[src/hw/arith_pkg.sv]
package arith_pkg;

   // operand and product widths
   localparam int op_w   = 7;
   localparam int prod_w = 2 * op_w;

   typedef logic signed [op_w-1:0]   operand_t;
   typedef logic signed [prod_w-1:0] product_t;

   // multiplicand a, multiplier b
   typedef struct packed {
      operand_t a;
      operand_t b;
   } op_pair_t;

   // word handed from one array row to the next
   typedef struct packed {
      logic     valid;
      op_pair_t ops;
      product_t sum;
      product_t carry;
   } csa_word_t;

endpackage

[src/hw/flow_pkg.sv]
package flow_pkg;

   // enough for a buffer of depth 8
   localparam int credit_w = 4;

   typedef logic [credit_w-1:0] credit_t;

   // finished product leaving the final adder
   typedef struct packed {
      logic              valid;
      arith_pkg::product_t product;
   } product_beat_t;

endpackage

[src/hw/pp_row_stage.sv]
`timescale 1ns/1ps

module pp_row_stage #(
   parameter int OP_W = arith_pkg::op_w,
   parameter int ROW  = 1
) (
   input  logic                 clk,
   input  logic                 rst_n,
   input  arith_pkg::csa_word_t row_in,
   output arith_pkg::csa_word_t row_out
);

   import arith_pkg::*;

   // top multiplier bit carries negative weight
   localparam bit is_sign_row = (ROW == OP_W - 1);

   product_t a_ext;
   product_t pp;
   product_t s_next;
   product_t c_next;

   always_comb begin
      // extend first so that -64 negates cleanly
      a_ext = product_t'($signed(row_in.ops.a));
      if (is_sign_row) begin
         pp = -a_ext;
      end else begin
         pp = a_ext;
      end
      if (!row_in.ops.b[ROW]) begin
         pp = '0;
      end
      pp = pp << ROW;

      // full-adder row, carries move up one weight
      s_next = row_in.sum ^ row_in.carry ^ pp;
      c_next = ((row_in.sum & row_in.carry) |
                (row_in.sum & pp) |
                (row_in.carry & pp)) << 1;
   end

   always_ff @(posedge clk or negedge rst_n) begin
      if (!rst_n) begin
         row_out <= '0;
      end else begin
         row_out.valid <= row_in.valid;
         row_out.ops   <= row_in.ops;
         row_out.sum   <= s_next;
         row_out.carry <= c_next;
      end
   end

endmodule

[src/hw/csa_array.sv]
`timescale 1ns/1ps

module csa_array #(
   parameter int OP_W = arith_pkg::op_w
) (
   input  logic                 clk,
   input  logic                 rst_n,
   input  logic                 in_valid,
   input  arith_pkg::op_pair_t  in_ops,
   output arith_pkg::csa_word_t row_out
);

   import arith_pkg::*;

   product_t  a_ext;
   product_t  pp0;
   csa_word_t first_q;
   csa_word_t chain [OP_W];

   // row 0: multiplicand gated by b[0], sign extended to product width
   always_comb begin
      a_ext = product_t'($signed(in_ops.a));
      pp0   = in_ops.b[0] ? a_ext : '0;
   end

   always_ff @(posedge clk or negedge rst_n) begin
      if (!rst_n) begin
         first_q <= '0;
      end else begin
         first_q.valid <= in_valid;
         first_q.ops   <= in_ops;
         first_q.sum   <= pp0;
         first_q.carry <= '0;
      end
   end

   assign chain[0] = first_q;

   // one registered row per remaining multiplier bit
   for (genvar r = 1; r < OP_W; r++) begin : g_row
      pp_row_stage #(
         .OP_W (OP_W),
         .ROW  (r)
      ) u_row (
         .clk     (clk),
         .rst_n   (rst_n),
         .row_in  (chain[r-1]),
         .row_out (chain[r])
      );
   end

   assign row_out = chain[OP_W-1];

endmodule

[src/hw/final_adder.sv]
`timescale 1ns/1ps

module final_adder (
   input  logic                    clk,
   input  logic                    rst_n,
   input  arith_pkg::csa_word_t    row_in,
   output flow_pkg::product_beat_t beat
);

   import arith_pkg::*;

   product_t        sum_bits;
   logic [prod_w:0] ripple;

   // ripple carry across the full product width, top carry dropped
   always_comb begin
      ripple[0] = 1'b0;
      for (int i = 0; i < prod_w; i++) begin
         sum_bits[i]  = row_in.sum[i] ^ row_in.carry[i] ^ ripple[i];
         ripple[i+1]  = (row_in.sum[i] & row_in.carry[i]) |
                        (row_in.sum[i] & ripple[i]) |
                        (row_in.carry[i] & ripple[i]);
      end
   end

   always_ff @(posedge clk or negedge rst_n) begin
      if (!rst_n) begin
         beat <= '0;
      end else begin
         beat.valid   <= row_in.valid;
         beat.product <= sum_bits;
      end
   end

endmodule

[src/hw/result_buffer.sv]
`timescale 1ns/1ps

module result_buffer #(
   parameter int BUF_DEPTH = 8
) (
   input  logic                    clk,
   input  logic                    rst_n,
   input  flow_pkg::product_beat_t beat,
   input  logic                    pop,
   output logic                    not_empty,
   output arith_pkg::product_t     head,
   output logic                    in_credit
);

   import arith_pkg::*;

   localparam int ptr_w = (BUF_DEPTH > 1) ? $clog2(BUF_DEPTH) : 1;
   localparam int cnt_w = $clog2(BUF_DEPTH + 1);

   product_t         mem [BUF_DEPTH];
   logic [ptr_w-1:0] wr_ptr;
   logic [ptr_w-1:0] rd_ptr;
   logic [cnt_w-1:0] count;
   logic             wr_en;
   logic             rd_en;

   function automatic logic [ptr_w-1:0] next_ptr(input logic [ptr_w-1:0] p);
      return (p == ptr_w'(BUF_DEPTH - 1)) ? '0 : p + 1'b1;
   endfunction

   assign wr_en     = beat.valid;
   assign not_empty = (count != '0);
   assign rd_en     = pop & not_empty;
   assign head      = mem[rd_ptr];
   // every slot freed goes back to the source
   assign in_credit = rd_en;

   always_ff @(posedge clk) begin
      if (wr_en) begin
         mem[wr_ptr] <= beat.product;
      end
   end

   always_ff @(posedge clk or negedge rst_n) begin
      if (!rst_n) begin
         wr_ptr <= '0;
         rd_ptr <= '0;
         count  <= '0;
      end else begin
         if (wr_en) begin
            wr_ptr <= next_ptr(wr_ptr);
         end
         if (rd_en) begin
            rd_ptr <= next_ptr(rd_ptr);
         end
         case ({wr_en, rd_en})
            2'b10:   count <= count + 1'b1;
            2'b01:   count <= count - 1'b1;
            default: count <= count;
         endcase
      end
   end

endmodule

[src/hw/credit_sender.sv]
`timescale 1ns/1ps

module credit_sender #(
   parameter int SINK_CREDITS = 4
) (
   input  logic                clk,
   input  logic                rst_n,
   input  logic                not_empty,
   input  arith_pkg::product_t head,
   input  logic                out_credit,
   output logic                pop,
   output logic                out_valid,
   output arith_pkg::product_t out_product
);

   import flow_pkg::*;

   credit_t credits;

   // send only while the sink has room
   assign pop         = not_empty && (credits != '0);
   assign out_valid   = pop;
   assign out_product = head;

   always_ff @(posedge clk or negedge rst_n) begin
      if (!rst_n) begin
         credits <= credit_t'(SINK_CREDITS);
      end else begin
         // return and spend in one cycle cancel out
         case ({out_credit, pop})
            2'b10:   credits <= credits + 1'b1;
            2'b01:   credits <= credits - 1'b1;
            default: credits <= credits;
         endcase
      end
   end

endmodule

[src/hw/array_mul_top.sv]
`timescale 1ns/1ps

module array_mul_top #(
   parameter int OP_W         = arith_pkg::op_w,
   parameter int BUF_DEPTH    = 8,
   parameter int SINK_CREDITS = 4
) (
   input  logic                clk,
   input  logic                rst_n,
   input  logic                in_valid,
   input  arith_pkg::op_pair_t in_ops,
   output logic                in_credit,
   output logic                out_valid,
   output arith_pkg::product_t out_product,
   input  logic                out_credit
);

   import arith_pkg::*;
   import flow_pkg::*;

   csa_word_t     array_out;
   product_beat_t sum_beat;
   product_t      head;
   logic          not_empty;
   logic          pop;

   csa_array #(
      .OP_W (OP_W)
   ) u_array (
      .clk      (clk),
      .rst_n    (rst_n),
      .in_valid (in_valid),
      .in_ops   (in_ops),
      .row_out  (array_out)
   );

   final_adder u_final (
      .clk    (clk),
      .rst_n  (rst_n),
      .row_in (array_out),
      .beat   (sum_beat)
   );

   result_buffer #(
      .BUF_DEPTH (BUF_DEPTH)
   ) u_buffer (
      .clk       (clk),
      .rst_n     (rst_n),
      .beat      (sum_beat),
      .pop       (pop),
      .not_empty (not_empty),
      .head      (head),
      .in_credit (in_credit)
   );

   credit_sender #(
      .SINK_CREDITS (SINK_CREDITS)
   ) u_sender (
      .clk         (clk),
      .rst_n       (rst_n),
      .not_empty   (not_empty),
      .head        (head),
      .out_credit  (out_credit),
      .pop         (pop),
      .out_valid   (out_valid),
      .out_product (out_product)
   );

endmodule

[config.mk]
export PLATFORM = sky130hd
export DESIGN_NAME = array_mul_top
export DESIGN_NICKNAME = d
export VERILOG_FILES = /design/src/hw/arith_pkg.sv /design/src/hw/flow_pkg.sv /design/src/hw/pp_row_stage.sv /design/src/hw/csa_array.sv /design/src/hw/final_adder.sv /design/src/hw/result_buffer.sv /design/src/hw/credit_sender.sv /design/src/hw/array_mul_top.sv
export SDC_FILE = /design/constraint.sdc
export NUM_CORES = 1
export LEC_CHECK = 0
export BUFFER_PORTS_ARGS = -buffer_cell sky130_fd_sc_hd__buf_4
export CAP_MARGIN = 0
export CORE_MARGIN = 1
export CORE_UTILIZATION = 52
export DETAILED_ROUTE_END_ITERATION = 10
export GPL_TIMING_DRIVEN = 0
export HOLD_SLACK_MARGIN = 0.03
export PLACE_DENSITY = 0.8
export SYNTH_ARGS = -nofsm -noshare
export SYNTH_HDL_FRONTEND = slang
export SYNTH_SLANG_ARGS = --single-unit
[constraint.sdc]
create_clock -name clk -period 3.2 [get_ports clk]
set_clock_uncertainty 0.15 [all_clocks]
set_input_delay 0.16 -clock clk [delete_from_list [all_inputs] [get_ports clk]]
set_output_delay 0.16 -clock clk [all_outputs]
set_load 0.03 [all_outputs]
Word level (Yosys, flattened, before mapping). Memory sizes are Yosys's and may differ from the RTL's. Cells that the tools add are included.

Register bits after elaboration: 296. Bits in latches: 0. Memory bits (writable): 112. Memory bits (read-only): 0. Bits of input ports: 18. Output and inout port bits: 16. Logic and storage cells: 189. Memories kept: 1.

Memory list: u_buffer.mem (depth 8, bits a word 14, read ports 1, clocked after memory_dff 0, write ports 1, line result_buffer.sv:20) `product_t mem [BUF_DEPTH];`.

$add $sub $neg: 7. Multipliers: 0. Divide/modulo/power cells: 0. $lt $le $gt $ge: 0. Eq/ne operators: 6. Shifts and indexed selects: 0. Multiplexer cells: 13. Bitwise logic cells: 119. Reductions and logical operators: 5.

Operators by type and width (number): 13-bit AND (16); 14-bit XOR (11); 13-bit OR (10); 1-bit AND (35); 1-bit XOR (25); 1-bit OR (22); 4-bit one-hot mux with 2 select lines (2); 14-bit 2-to-1 mux (1); 13-bit 2-to-1 mux (1); 12-bit 2-to-1 mux (1); 11-bit 2-to-1 mux (1); 10-bit 2-to-1 mux (1); 9-bit 2-to-1 mux (1); 4-bit by 1-bit adder with 4-bit output (second input constant) (2); 8-bit 2-to-1 mux (1); 7-bit negation with 8-bit output (1); 4-bit nonzero test (2); 4-bit by 1-bit subtractor with 4-bit output (second input constant) (2); 3-bit by 1-bit adder with 3-bit output (second input constant) (2); 3-bit == test (second input constant) (2); 3-bit 2-to-1 mux (2); 2-bit by 1-bit == test with 1-bit output (second input constant) (2); 2-bit == test (second input constant) (2); 2-bit nonzero test (2); other kinds (2) (3).

Depth between registers and ports, before layout. Gate-level depths: netlist of run 1.

Depth in word-level cells: 35. Depth in mapped cells: 7. Mapped depth without buffers: 7.

Cells and area by module. Synthesis of run 1 repeated with hierarchy kept, for this count alone.

Cell total of the unflattened synthesis: 958. Area total of the unflattened synthesis: 15574.9 um2.

Modules (own cells, without submodules): result_buffer (times used 1, cells each 219, area each 4908.5 um2, sequential area each 3613.5 um2); pp_row_stage (u_array.g_row[6].u_row) (times used 1, cells each 111, area each 1551.5 um2, sequential area each 1051.0 um2); pp_row_stage (u_array.g_row[1].u_row) (times used 1, cells each 114, area each 1541.5 um2, sequential area each 1051.0 um2); pp_row_stage (u_array.g_row[2].u_row) (times used 1, cells each 110, area each 1519.0 um2, sequential area each 1051.0 um2); pp_row_stage (u_array.g_row[3].u_row) (times used 1, cells each 106, area each 1496.4 um2, sequential area each 1051.0 um2); pp_row_stage (u_array.g_row[4].u_row) (times used 1, cells each 102, area each 1473.9 um2, sequential area each 1051.0 um2); pp_row_stage (u_array.g_row[5].u_row) (times used 1, cells each 98, area each 1451.4 um2, sequential area each 1051.0 um2); final_adder (times used 1, cells each 29, area each 651.9 um2, sequential area each 375.4 um2); csa_array (times used 1, cells each 30, area each 598.1 um2, sequential area each 550.5 um2); credit_sender (times used 1, cells each 39, area each 382.9 um2, sequential area each 101.3 um2).

Worst setup path after synthesis of run 1. OpenSTA, ideal clock, no wires.

Path type: register -> register. Start point: register u_sender.credits[2]. End point: register u_buffer.count[3]. Setup time: 134 ps. Arrival: 2763 ps. Data required time: 2916 ps. Slack: 153 ps. Cell stages (with the launch flop): 8. Path buffers: 0. Clock period less this slack: 3047 ps. Path through: dfstp_2 nor4_1 nor2_1 ha_1 ha_1 or4b_2 o311ai_0 o211ai_1.

Cells in the longest elaborated chain, start to end: 5. Elaborated cells between the ends (all ways): 7. Classes of those cells: eq/ne: 2; mux: 1; bitwise: 1; reduce/logical: 3.

Ends and longest elaborated chain: from (decl) (line credit_sender.sv:18) `credit_t credits;`; from (signal assigned) (line credit_sender.sv:27) `credits <= credit_t'(SINK_CREDITS);`; from (signal assigned) (line credit_sender.sv:31) `2'b10: credits <= credits + 1'b1;`; from (signal assigned) (line credit_sender.sv:32) `2'b01: credits <= credits - 1'b1;`; 4-bit nonzero test * (line credit_sender.sv:21) `assign pop = not_empty && (credits != '0);`; 1-bit logical AND * (line credit_sender.sv:21); 1-bit AND * (line result_buffer.sv:33) `assign rd_en = pop & not_empty;`; via in_credit (line array_mul_top.sv:12) `output logic in_credit,`; 2-bit by 1-bit == test with 1-bit output / 2-bit == test (equally long branches) (line result_buffer.sv:56) `case ({wr_en, rd_en})`; 4-bit one-hot mux with 2 select lines / 2-bit nonzero test (equally long branches); to (signal assigned) (line result_buffer.sv:57) `2'b10: count <= count + 1'b1;`; to (signal assigned) (line result_buffer.sv:58) `2'b01: count <= count - 1'b1;`; to (signal assigned) (line result_buffer.sv:59) `default: count <= count;`; to (decl) (line result_buffer.sv:23) `logic [cnt_w-1:0] count;`.

Mark *: on every way through the listed nets, which the timed path passes. The rest lies on a longest branch. A chain may end at the register's enable or synchronous reset.

Worst setup path in the final report of run 1.
Start point: register u_buffer.count[0]. End point: register u_buffer.count[3].

Cells in the longest elaborated chain, start to end: 5. Elaborated cells between the ends (all ways): 9. Classes of those cells: add/sub: 2; eq/ne: 2; mux: 1; bitwise: 1; reduce/logical: 3.

Ends and longest elaborated chain: 4-bit nonzero test (line result_buffer.sv:32) `assign not_empty = (count != '0);`; 1-bit logical AND (line credit_sender.sv:21); 1-bit AND (line result_buffer.sv:33); 2-bit by 1-bit == test with 1-bit output / 2-bit == test (equally long branches) (line result_buffer.sv:56); 4-bit one-hot mux with 2 select lines / 2-bit nonzero test (equally long branches).

Parallel ways exist; a longest one is shown, timed or not.

==> impl_metrics.sql, run 1 <==
INSERT INTO impl_metrics (metric_group, metric, value, unit) VALUES
('detailed_routing', 'first_pass_drt_iterations', '4', ''),
('cts', 'cts_tree', 'yes', ''),
('timing', 'worst-slew-pin-transition', '0.971', 'ns'),
('floorplan', 'die_width', '151', 'microns'),
('critical_path', 'critical_path_cell_by_cell', 'nor4_2, nor2_2, ha_1, ha_1, or4b_2, o311ai_0, o211ai_1', ''),
('critical_path', 'regToRegStartpoint', 'u_buffer.count[0]', ''),
('synth', 'postSynthRegisterBits', '324', ''),
('flow_run', 'drv.max_cap_violation_count', '0', ''),
('timing', 'post-route-period-util', '94.7', '%'),
('power', 'power.static_leakage', '5.69', 'nW'),
('cts', 'clkTransAtPathRegs', '0.06', 'ns'),
('synth', 'yosysTopAreaCellShare', '45.6', '%'),
('grt', 'first_global_vias', '5719', ''),
('timing', 'report.final.slew_viol_count', '0', ''),
('cts', 'clock_insertion_delay_worst_skew', '0.55', 'ns'),
('synth', 'post_synth_edffs', '112', ''),
('timing', 'max_freq', '330', 'MHz'),
('detailed_routing', 'detail_route.vias_per_cell', '5.19', ''),
('floorplan', 'floorplan.rows', '54', ''),
('power', 'peakVddDrop', '488', 'uV'),
('timing', 'hold_viol', '0', ''),
('grt', 'grt-ovfl-total', '0', ''),
('critical_path', 'timing.critical_path.required', '3.47', 'ns'),
('grt', 'global_route_wire_length_before_repair', '29300', 'microns'),
('critical_path', 'largest_stage_delay_on_the_critical_path', '0.71', 'ns'),
('synth', 'synth.most_common_cell', 'dfrtp_1', ''),
('grt', 'grt_antenna_before_repair', '0', ''),
('placed_design', 'routability_congestion_estimate', '0.699', ''),
('timing', 'rsz0062_at_grt', 'no', ''),
('floorplan', 'die_area', '22900', 'sq um'),
('synth', 'synth.largest_area_cell', 'dfrtp_1', ''),
('outcome', 'status', 'completed', ''),
('cts', 'post-cts-setup-buffer-count', '0', ''),
('grt', 'grt_start_max_net_pins', '116', ''),
('placed_design', 'dp_hpwl', '11400', 'microns'),
('power', 'power.density', '915', 'nW/um^2'),
('synth', 'yosys_warnings', '0', ''),
('timing', 'post-route-min-period', '3.03', 'ns'),
('synth', 'yosysSeqAreaShare', '74.8', '%'),
('critical_path', 'reg2reg_setup_slack', '0.17', 'ns'),
('placed_design', 'input_output_buffers', '33', ''),
('cts', 'clock_tree.buffer_depth', '3', ''),
('critical_path', 'critical-path-top-delay-family', 'simple AND/OR/NAND/NOR gates', ''),
('synth', 'synth_top_cells_by_area', 'dfrtp_1, edfxtp_1, fa_1', ''),
('final_layout', 'drive_gt1_share', '18.4', '%'),
('detailed_routing', 'drt-total-wl', '18100', 'microns'),
('critical_path', 'worst_path_most_repeated_cell', 'ha_1', ''),
('detailed_routing', 'dr_total_vias', '5054', ''),
('synth', 'synth_cells', '578', ''),
('critical_path', 'worst_setup_path_start_kind', 'register', ''),
('detailed_routing', 'antenna_violating_nets_post_route', '0', ''),
('cts', 'tritoncts_num_sinks', '324', ''),
('synth', 'synth.top_cells.by_count', 'dfrtp_1, edfxtp_1, and2_1', ''),
('timing', 'finalWorstSetupSlack', '0.169', 'ns'),
('timing', 'max-slew-margin-rel', '35.0', '%'),
('critical_path', 'worst-endpoint-arrival', '3.30', 'ns'),
('cts', 'cts-buffers-inserted', '31', ''),
('synth', 'synth_flop_cell', 'dfrtp_1', ''),
('floorplan', 'initial_core_utilization', '53.1', '%'),
('cts', 'htree_num_levels', '1', ''),
('final_layout', 'antennaDiodeCount', '0', ''),
('placed_design', 'dp_worst_setup_slack', '-0.140', 'ns'),
('final_layout', 'design_area', '13600', 'sq um'),
('critical_path', 'worstRegToRegCells', '7', ''),
('detailed_routing', 'detail_route.wl_per_cell', '18.6', 'microns'),
('final_layout', 'nets', '749', ''),
('floorplan', 'core_area', '21800', 'sq um'),
('synth', 'post_synth_num_cell_types', '38', ''),
('synth', 'synth_area', '11600', 'sq um'),
('floorplan', 'die_height', '151', 'microns'),
('critical_path', 'critPathKind', 'reg2reg', '');
## cell type report
type / instances / area, sq um
multi-input cells: 229 / 2820
well taps: 280 / 350
fillers: 1461 / 8230
flip-flops and latches: 324 / 8670
inverters: 14 / 52.6
clock inverters: 16 / 209
repair buffers: 58 / 526
plain buffers: 11 / 78.8
clock buffers: 42 / 887
## registers in the layout, summed over array words and instances, names as in the netlist
| register | flops |
|---|---|
| u_final.beat | 15 |
| u_array.chain | 21 |
| u_buffer.mem | 112 |
| u_buffer.rd_ptr | 3 |
| u_buffer.count | 4 |
| u_buffer.wr_ptr | 3 |
| u_sender.credits | 4 |
| u_array.g_row.u_row.row_out | 162 |
## worst register-to-register path: stages (launching register included)
cell and delay, ns:
dfrtp_1 0.44, nor4_2 0.44, nor2_2 0.15, ha_1 0.34, ha_1 0.39, or4b_2 0.71, o311ai_0 0.15, o211ai_1 0.14
## metal layers
metal	part of all wire, %	up-vias	global-route usage, %
li1	-	2270	-
met1	37	2649	19.3
met2	57	102	33.1
met3	3.5	33	3.13
met4	2.3	0	5.60
met5	0	-	0
## placed cells by master (no fill, tap or decap), types with 3 or more instances in the layout
| master | Yosys | final |
|---|---|---|
| and2_1 | 43 | 43 |
| nor3b_1 | 7 | 7 |
| bufinv_16 | 0 | 5 |
| xnor2_1 | 4 | 4 |
| a21oi_1 | 4 | 4 |
| ha_1 | 20 | 20 |
| nor3_1 | 6 | 4 |
| nor2_1 | 12 | 11 |
| clkbuf_8 | 0 | 7 |
| nand2_1 | 7 | 7 |
| clkinv_1 | 0 | 4 |
| nand2b_1 | 3 | 3 |
| o21ai_0 | 5 | 5 |
| clkbuf_16 | 0 | 31 |
| fa_1 | 42 | 42 |
| clkinv_2 | 0 | 4 |
| mux2_2 | 19 | 19 |
| inv_1 | 14 | 14 |
| clkbuf_1 | 2 | 6 |
| edfxtp_1 | 112 | 112 |
| buf_6 | 4 | 10 |
| buf_4 | 1 | 35 |
| mux4_1 | 27 | 27 |
| xor2_1 | 5 | 5 |
| dfrtp_1 | 211 | 211 |
| dlygate4sd3_1 | 0 | 16 |
| nand3_1 | 4 | 4 |
## worst min-delay path by stage
stage	startpoint	end	slack, ns	cells after the start
3_3_place_gp	in_ops[3]	u_array.chain[289]	0.12	1
2_1_floorplan	rst_n	u_array.chain[272]	-0.29	0
4_1_cts	rst_n	u_array.chain[291]	0.1	2
5_1_grt	in_ops[5]	u_array.chain[291]	0.10	2
3_5_place_dp	rst_n	u_array.chain[291]	0.08	1
6_report	rst_n	u_array.chain[291]	0.08	2
## power breakdown
group	switching [mW]	total [mW]	internal [mW]	leakage, nW
Combinational	1.53	2.86	1.33	1.57
Sequential	0.543	5.79	5.25	3.59
Clock	1.46	3.79	2.34	0.534
Total	3.53	12.4	8.91	5.69
## stage by stage
stage	hold slack [ns]	cells	utilization, %	power [mW]	TNS, ns
floorplan	-0.286	578	-	7.62	0
global placement	0.120	891	55.8	8.35	0
detailed placement	0.0774	900	56.4	8.67	-0.140
CTS	0.0974	974	62.2	12.6	0
global route	0.104	974	62.3	13.1	0
finish	0.0841	974	62.3	12.4	0
## repair_timing
action	in CTS	in global routing
endpoints found under the setup margin	2	1
gates resized for setup	2	2
hold buffers	16	0
hold endpoints to repair	118	0
## logic make-up (layout without fill, tap and decap cells)
family	Yosys count	count (layout)	synth area share, %
flip-flops	324	324	74.8
AND/OR/NAND/NOR	89	89	4.45
adder cells (fa/ha/maj)	62	62	9.41
multiplexers	48	48	8.25
buffers and inverters	25	141	1.13
AO/OA/AOI/OAI	21	21	1.27
XOR/XNOR	9	9	0.680
Note: power is estimated with default switching activity, not from simulation.
==> run 2: changes to the inputs <==
==> constraint.sdc (replaced) <==
create_clock -name clk -period 3.2 [get_ports clk]
set_clock_uncertainty 0.15 [all_clocks]
set_input_delay 0 -clock clk [delete_from_list [all_inputs] [get_ports clk]]
set_output_delay 0 -clock clk [all_outputs]
set_load 0.03 [all_outputs]
==> impl_metrics.sql, run 2 (same netlist as run 1, synthesis figures left out) <==
INSERT INTO impl_metrics (metric_group, metric, value, unit) VALUES
('outcome', 'status', 'completed', ''),
('grt', 'gr-usage-met1', '19.2', '%'),
('detailed_routing', 'antenna_violating_nets_post_route', '0', ''),
('cts', 'clkTransAtPathRegs', '0.06', 'ns'),
('final_layout', 'largest_reg_flops', '162', ''),
('grt', 'grt_start_max_net_pins', '116', ''),
('floorplan', 'initial_core_utilization', '53.1', '%'),
('placed_design', 'placed_cell_area', '12300', 'sq um'),
('cts', 'htree_num_levels', '1', ''),
('critical_path', 'crit_fanout', '9', ''),
('critical_path', 'worst-endpoint-arrival', '3.31', 'ns'),
('cts', 'clock_insertion_delay_worst_skew', '0.55', 'ns'),
('floorplan', 'core_area', '21800', 'sq um'),
('final_layout', 'design_area', '13800', 'sq um'),
('critical_path', 'critical-path-top-delay-family', 'simple AND/OR/NAND/NOR gates', ''),
('final_layout', 'antennaDiodeCount', '0', ''),
('timing', 'max-slew-margin-rel', '33.8', '%'),
('timing', 'fin_setup_tns', '0', 'ns'),
('grt', 'gr-usage-met2', '33.4', '%'),
('flow_run', 'drv.max_cap_violation_count', '0', ''),
('floorplan', 'floorplan.rows', '54', ''),
('detailed_routing', 'dr_total_vias', '5118', ''),
('critical_path', 'timing.critical_path.slowest_stage_cell', 'or4b_2', ''),
('critical_path', 'critPathKind', 'reg2reg', ''),
('final_layout', 'nets', '765', ''),
('cts', 'tritoncts_num_sinks', '324', ''),
('placed_design', 'routability_congestion_estimate', '0.699', ''),
('critical_path', 'reg2reg_setup_slack', '0.16', 'ns'),
('final_layout', 'multi_input_comb_area', '2820', 'sq um'),
('cts', 'cts_tree', 'yes', ''),
('critical_path', 'worstRegToRegCells', '7', ''),
('grt', 'grt_antenna_before_repair', '0', ''),
('final_layout', 'areaGrowthSynthToFinish', '18.7', '%'),
('power', 'report.power.total', '12.5', 'mW'),
('detailed_routing', 'drt_iter0_drc', '314', ''),
('critical_path', 'regToRegStartpoint', 'u_buffer.count[0]', ''),
('power', 'power.static_leakage', '5.76', 'nW'),
('timing', 'max_freq', '329', 'MHz'),
('detailed_routing', 'detail_route.wl_per_cell', '18.4', 'microns'),
('critical_path', 'critical_path_buf_inv_count', '0', ''),
('grt', 'groute.layer.met3.usage', '3.13', '%'),
('critical_path', 'worstSetupPathDepth', '7', ''),
('timing', 'report.final.slew_viol_count', '0', ''),
('floorplan', 'die_height', '151', 'microns'),
('cts', 'clock_tree.buffer_depth', '3', ''),
('grt', 'global_route.peak_usage_layer', 'met2', ''),
('final_layout', 'fin_util', '63.0', '%'),
('detailed_routing', 'detail_route.drc_violations', '0', ''),
('power', 'peakVddDrop', '487', 'uV'),
('cts', 'cts-buffers-inserted', '31', ''),
('power', 'power.density', '906', 'nW/um^2'),
('final_layout', 'fillerInstances', '1442', ''),
('timing', 'worst-slew-pin-transition', '0.990', 'ns'),
('floorplan', 'die_area', '22900', 'sq um'),
('critical_path', 'endpoint', 'u_buffer.count[3]', ''),
('detailed_routing', 'drt-total-wl', '18200', 'microns'),
('cts', 'post-cts-setup-buffer-count', '0', ''),
('timing', 'rsz0062_at_grt', 'no', ''),
('critical_path', 'cp_capture_type', 'register', ''),
('hold_path', 'hp-class', 'in2reg', ''),
('grt', 'first_global_vias', '5784', ''),
('cts', 'cts_root_buf', 'clkbuf_16', ''),
('timing', 'hold_viol', '0', ''),
('detailed_routing', 'detail_route.vias_per_cell', '5.17', ''),
('placed_design', 'dp_hpwl', '11400', 'microns'),
('floorplan', 'die_width', '151', 'microns'),
('critical_path', 'timing.critical_path.required', '3.47', 'ns'),
('timing', 'post-route-min-period', '3.04', 'ns'),
('grt', 'grt-ovfl-total', '0', ''),
('grt', 'global_route_wire_length_before_repair', '29400', 'microns'),
('floorplan', 'ioPinCount', '34', ''),
('critical_path', 'timing.critical_path.from', 'u_buffer.count[0]', ''),
('critical_path', 'worst_setup_path_start_kind', 'register', ''),
('final_layout', 'most_common_cell_after_layout_fill_and_taps_aside', 'dfrtp_1', ''),
('placed_design', 'input_output_buffers', '33', ''),
('final_layout', 'max_flop_register', 'u_array.g_row.u_row.row_out', ''),
('timing', 'post-route-period-util', '94.9', '%'),
('timing', 'final_setup_violation_count', '0', ''),
('critical_path', 'largest_stage_delay_on_the_critical_path', '0.71', 'ns'),
('final_layout', 'drive_gt1_share', '18.0', '%'),
('final_layout', 'mostFrequentLayoutCells', 'dfrtp_1, edfxtp_1, and2_1, fa_1, buf_4', ''),
('final_layout', 'register_area', '8670', 'sq um'),
('detailed_routing', 'first_pass_drt_iterations', '4', ''),
('grt', 'grt_usage', '17.4', '%'),
('critical_path', 'critical_path_cell_by_cell', 'nor4_2, nor2_2, ha_1, ha_1, or4b_2, o311ai_0, o211ai_1', ''),
('critical_path', 'reg2reg_to', 'u_buffer.count[3]', ''),
('critical_path', 'worst_path_most_repeated_cell', 'ha_1', '');
-- run 2: what timing repair did --
| item | CTS | global route |
|---|---|---|
| gates resized for setup | 2 | 2 |
| setup endpoints to repair | 2 | 1 |
| endpoints found under the hold margin | 233 | 0 |
| hold buffers | 32 | 0 |
| gates cloned | 0 | 0 |
-- run 2: power breakdown --
| group | switching, mW | internal [mW] |
|---|---|---|
| Clock | 1.46 | 2.34 |
| Combinational | 1.53 | 1.34 |
| Sequential | 0.545 | 5.25 |
| Total | 3.53 | 8.92 |
-- run 2: layer usage --
metal	up-vias	wire length, microns	share of wire (%)
met4	0	384	2.1
met2	107	10500	57
li1	2298	-	-
met1	2683	6740	37
met5	-	0	0
met3	30	649	3.6
-- run 2: final cells by class --
| type | count | share of cell area, % |
|---|---|---|
| timing repair buffer | 74 | 4.98 |
| clock buffer | 42 | 6.45 |
| inverter | 14 | 0.382 |
| sequential | 324 | 63.0 |
| multi-input combinational | 229 | 20.5 |
| buffer | 11 | 0.573 |
| clock inverter | 16 | 1.52 |
| tap | 280 | 2.55 |
-- run 2: worst min path at each step --
stage,startpoint,to,slack [ns],depth (start not counted)
2_1_floorplan,rst_n,u_array.chain[272],-0.45,0
3_3_place_gp,in_ops[3],u_array.chain[289],-0.04,1
3_5_place_dp,rst_n,u_array.chain[291],-0.08,1
4_1_cts,in_ops[8],u_array.chain[273],0.06,3
5_1_grt,in_ops[11],u_array.chain[276],0.07,3
6_report,in_ops[8],u_array.chain[273],0.08,3
-- run 2: metrics by stage --
stage / std cells / hold slack (ns) / setup WS (ns)
after floorplan: 578 / -0.446 / 0.153
after global placement: 891 / -0.0401 / 0.188
after detailed placement: 900 / -0.0826 / -0.140
after CTS: 990 / 0.0614 / 0.0571
after global routing: 990 / 0.0663 / 0.0268
final: 990 / 0.0806 / 0.164
-- run 2: worst min-delay path, stage by stage --
cell           delay [ns]
dlygate4sd3_1        0.53
buf_4                0.10
and2_1               0.10
